**config.mk**
```make
export PLATFORM = sky130hd
export DESIGN_NAME = requestDrain
export DESIGN_NICKNAME = d
export VERILOG_FILES = /design/src/logic/ipcpTypesPkg.sv /design/src/logic/ipcpBusPkg.sv /design/src/logic/requestDrain.sv
export SDC_FILE = /design/constraint.sdc
export NUM_CORES = 1
export LEC_CHECK = 0
export BUFFER_PORTS_ARGS = -buffer_cell sky130_fd_sc_hd__buf_4
export CORE_MARGIN = 2
export CORE_UTILIZATION = 25
export DETAILED_ROUTE_END_ITERATION = 16
export GPL_ROUTABILITY_DRIVEN = 0
export PLACE_DENSITY = 0.42
export REMOVE_ABC_BUFFERS = 1
export SETUP_SLACK_MARGIN = 0.05
export SLEW_MARGIN = 10
export SYNTH_ARGS = -nofsm -noshare
export SYNTH_HDL_FRONTEND = slang
export SYNTH_SLANG_ARGS = --single-unit
```
**constraint.sdc**
```tcl
create_clock -name clk -period 6.03 [get_ports clk]
set_input_delay 0.3015 -clock clk [delete_from_list [all_inputs] [get_ports clk]]
set_output_delay 0.3015 -clock clk [all_outputs]
set_load 0.01 [all_outputs]
```
**src/logic/ipcpTypesPkg.sv**
```systemverilog
package ipcpTypesPkg;

    typedef logic [31:0]       ipT;
    typedef logic [31:0]       byteAddrT;
    typedef logic [26:0]       lineAddrT;   // Byte address bits 31:5
    typedef logic signed [7:0] strideT;     // In lines
    typedef logic [1:0]        confT;

    typedef enum logic [1:0]
    {
        NL   = 2'd0,
        CS   = 2'd1,
        CPLX = 2'd2,
        GS   = 2'd3
    } prefetchClassT;

    typedef struct packed
    {
        logic     valid;
        ipT       ip;
        byteAddrT addr;
    } accessT;

    // Classifier verdict for one access
    typedef struct packed
    {
        logic          valid;
        prefetchClassT cls;
        lineAddrT      base;
        strideT        stride;
    } classResultT;

    typedef struct packed
    {
        logic     valid;
        lineAddrT line;
    } prefetchReqT;

endpackage

```
**src/logic/ipcpBusPkg.sv**
```systemverilog
package ipcpBusPkg;

    typedef logic [31:0] wbAddrT;

    // Wishbone classic, read only
    typedef struct packed
    {
        logic   cyc;
        logic   stb;
        logic   we;
        wbAddrT adr;
    } wbMasterT;

    typedef struct packed
    {
        logic ack;
    } wbSlaveT;

endpackage

```
**src/logic/requestDrain.sv**
```systemverilog
module requestDrain #(
    parameter int NumGen    = 3,
    parameter int FifoDepth = 8
) (
    input  logic                                   clk,
    input  logic                                   RST_vout,
    input  ipcpTypesPkg::prefetchReqT [NumGen-1:0] reqBundle,
    output ipcpBusPkg::wbMasterT                   wbOut,
    input  ipcpBusPkg::wbSlaveT                    wbIn
);
    import ipcpTypesPkg::*;

    localparam int PtrWidth = $clog2(FifoDepth);

    typedef enum logic
    {
        Idle,
        Busy
    } drainStateT;

    drainStateT          state, stateNext;
    lineAddrT            queue [FifoDepth];
    logic [PtrWidth-1:0] head, tail;
    logic [PtrWidth-1:0] slot [NumGen];
    logic [PtrWidth:0]   fill, fillNext, pushCount;
    logic                accept, pop;

    // Pack valid requests in generator order
    always_comb
    begin
        pushCount = '0;
        for (int k = 0; k < NumGen; k++)
        begin
            slot[k] = tail + pushCount[PtrWidth-1:0];
            if (reqBundle[k].valid)
                pushCount = pushCount + 1'b1;
        end
    end

    assign accept   = pushCount != '0 && (FifoDepth - int'(fill)) >= NumGen;
    assign pop      = state == Busy && wbIn.ack;
    assign fillNext = fill + (accept ? pushCount : '0) - {{PtrWidth{1'b0}}, pop};

    always_ff @(posedge clk)
    begin
        if (accept)
        begin
            for (int k = 0; k < NumGen; k++)
            begin
                if (reqBundle[k].valid)
                    queue[slot[k]] <= reqBundle[k].line;
            end
        end
    end

    always_comb
    begin
        stateNext = state;
        case (state)
            Idle:
                if (fillNext != '0)
                    stateNext = Busy;
            Busy:
                if (pop && fillNext == '0)
                    stateNext = Idle;
            default:
                stateNext = Idle;
        endcase
    end

    always_ff @(posedge clk)
    begin
        if (!RST_vout)
        begin
            head  <= '0;
            tail  <= '0;
            fill  <= '0;
            state <= Idle;
        end
        else
        begin
            if (accept)
                tail <= tail + pushCount[PtrWidth-1:0];
            if (pop)
                head <= head + 1'b1;
            fill  <= fillNext;
            state <= stateNext;
        end
    end

    // Head stays on the bus until acked
    assign wbOut.cyc = state == Busy;
    assign wbOut.stb = state == Busy;
    assign wbOut.we  = 1'b0;
    assign wbOut.adr = {queue[head], 5'b0};

endmodule

```
==> summary.txt <==
Status - finished clean
WHS - 0.0301 ns
Fmax - 233 MHz
Resized cells post-CTS - 0
Fin nets - 1,668
Clock H-tree levels - 1
Worst Path Required - 6.30 ns
RSZ-0062 raised after global routing - false
I/O pin total - 122
Yosys warning count - 0
Clock transition at the registers of the reported paths - 0.06 ns
Number of antenna violations at the first check in global routing - 4
FP Rows - 91
Register area share after synthesis - 43.6%
Post-synth top cells - a31oi_1, edfxtp_1, nor3_1, or3_1, o21ai_0
Die area - 64,000 um^2
Min Clock Period, post-route - 4.30 ns
Critical path class - reg2reg
CTS Buf Count - 30
Synthesized instance count - 1,588
Max_cap viols - 0
Synth area leaders - edfxtp_1, a31oi_1, or3_1
Hold WC Path Type - in2reg
Worst R2R Setup Slack - 1.73 ns
Leakage Power - 0.00515 uW
1st-iter DRT viols - 1,178
ANT nets after route - 0
Layout Utilization - 28.7%
Max_slew headroom - 15.1%
CTS sink count - 230
Clk buf depth - 3
Post-Syn Area - 15,500 um^2
Flip-flop and latch count after synthesis - 230
Area Growth Syn to Fin - 13.9%
Fillcell total - 6,426
WL final - 61,200 um
Final HPWL DP - 34,900 um
CP max FO - 132
Vias - 13,500
Port Buffer Count - 115
Synth top area share - 41.8%
Slew Limit Fails - 0
Avg Cell Area, Syn - 9.76 um^2
Fraction of registers with async set/reset - 0%
DR WL/cell - 25.8 um
GRT Overall Usage - 18.7%
Pwr Density - 485 nW/um^2
Worst setup margin - 1.73 ns
Die X - 253 um
Core area - 61,500 um^2
Final period util - 71.3%
Pre-CTS setup slack - 1.84 ns
Slew at the pin closest to its max-slew limit - 1.27 ns
Vias per cell - 5.69
Max VDD drop - 0.558 mV
Vias in the first global route - 12,900
Drt pass-1 iters - 5
Crit path DAT - 4.57 ns
Dominant synthesized flop cell - edfxtp_1
Largest net degree at the start of global routing - 239
Final setup viols - 0
Post-route DRC - 0
Setup Fix Bufs, Post-CTS - 0
Grt ovf - 0
CTS tree - yes
Share of cells above drive strength 1 - 19.2%
Fin. Hold Viols - 0
Area leader, netlist - edfxtp_1
Post-synth EDFFs - 216
Global-route wire length before repair - 88,300 um
Worst-Skew Late Latency - 0.57 ns
Die Span Y - 253 um
Post-synth cell types - 54
Initial Util - 25.2%
Startpoint Class - flop
Layout Cells excl Fill - 2,377
CTS root buffer - clkbuf_16
Crit end category - flop
Final Skew - 0.0131 ns
Placed cells - 2,321
Cts hold-fix bufs - 0
kinds of logic (layout without fill, tap and decap cells):
family,after synthesis,after routing,share of synthesized area (%)
compound gates,457,457,17.1
xor+xnor,11,11,0.621
fa+ha+maj,18,18,1.60
buf+inv,228,220,7.02
flops,230,230,43.6
mux,81,81,9.80
other cells,1,8,0.0242
simple gates,562,562,20.2
cells in the final DEF (no fill, tap or decap), types with 4 or more instances in the layout:
cell type	Yosys	layout
o21ai_1	4	4
mux2_2	27	27
xnor2_1	6	6
o21ai_0	214	214
edfxtp_1	216	216
nor3_1	216	216
ha_1	15	15
conb_1	1	6
clkbuf_1	110	12
o211ai_1	6	6
dfxtp_1	14	11
a31oi_1	216	216
buf_4	10	151
nand2b_2	0	8
nand2_1	69	66
xor2_1	5	5
nand3_2	1	5
inv_1	13	13
and2_1	7	6
nand2b_1	12	4
clkinv_1	0	7
mux4_2	54	54
nand3_1	17	12
clkbuf_16	0	31
or3_1	216	216
worst max-delay path, stage by stage, from the launching register on:
cell	delay (ns)
dfxtp_1	0.41
inv_1	0.12
ha_1	0.30
a221oi_1	0.47
o32a_4	0.83
buf_4	0.54
buf_4	0.85
or3_1	0.24
a31oi_1	0.08
sequential cells by signal (all words and copies together), names as in the netlist, named ones only:
| signal | cells |
|---|---|
| queue | 216 |
| head | 3 |
| tail | 3 |
| fill | 4 |
| state | 1 |
per-layer routing:
| layer | GRT usage, % | share of wire, % | vias up |
|---|---|---|---|
| li1 | - | - | 6140 |
| met1 | 25.2 | 43 | 6702 |
| met2 | 30.2 | 47 | 567 |
| met3 | 3.22 | 7.5 | 108 |
| met4 | 6.04 | 2.8 | 4 |
| met5 | 0 | 0.044 | - |
path summary, 6_finish.rpt:
check,start,to,cells past startpoint
setup / recovery,fill[0],queue[7][13],8
hold / removal,RST_vout,fill[3],2
setup reg to reg,fill[0],queue[7][13],8
hold reg to reg,head[1],flop,2
report_power, final:
part | leakage [uW] | internal [uW] | switching, uW
logic | 0.00262 | 1220 | 3060
clock network | 0.000443 | 1020 | 708
registers | 0.00209 | 2400 | 167
total | 0.00515 | 4630 | 3940
final cells by class:
type / count / area (um^2) / area share (%)
multi-input combinational: 1135 / 7770 / 44.0
clock buffer: 43 / 821 / 4.65
inverter: 14 / 52.6 / 0.298
sequential: 230 / 6770 / 38.4
clock inverter: 11 / 96.3 / 0.546
timing repair buffer: 152 / 1150 / 6.53
tap: 790 / 988 / 5.60
antenna: 2 / 5.00 / 0.0283
per-stage QoR:
| step | TNS [ns] | power, uW | cell area (um^2) |
|---|---|---|---|
| after floorplan | -8.59 | 5020 | 14500 |
| after global placement | 0 | 6780 | 16700 |
| after detailed placement | 0 | 6850 | 16700 |
| after CTS | 0 | 8590 | 17700 |
| after global routing | 0 | 9070 | 17700 |
| final | 0 | 8570 | 17700 |
No activity file was read; power rests on OpenSTA's default activity.
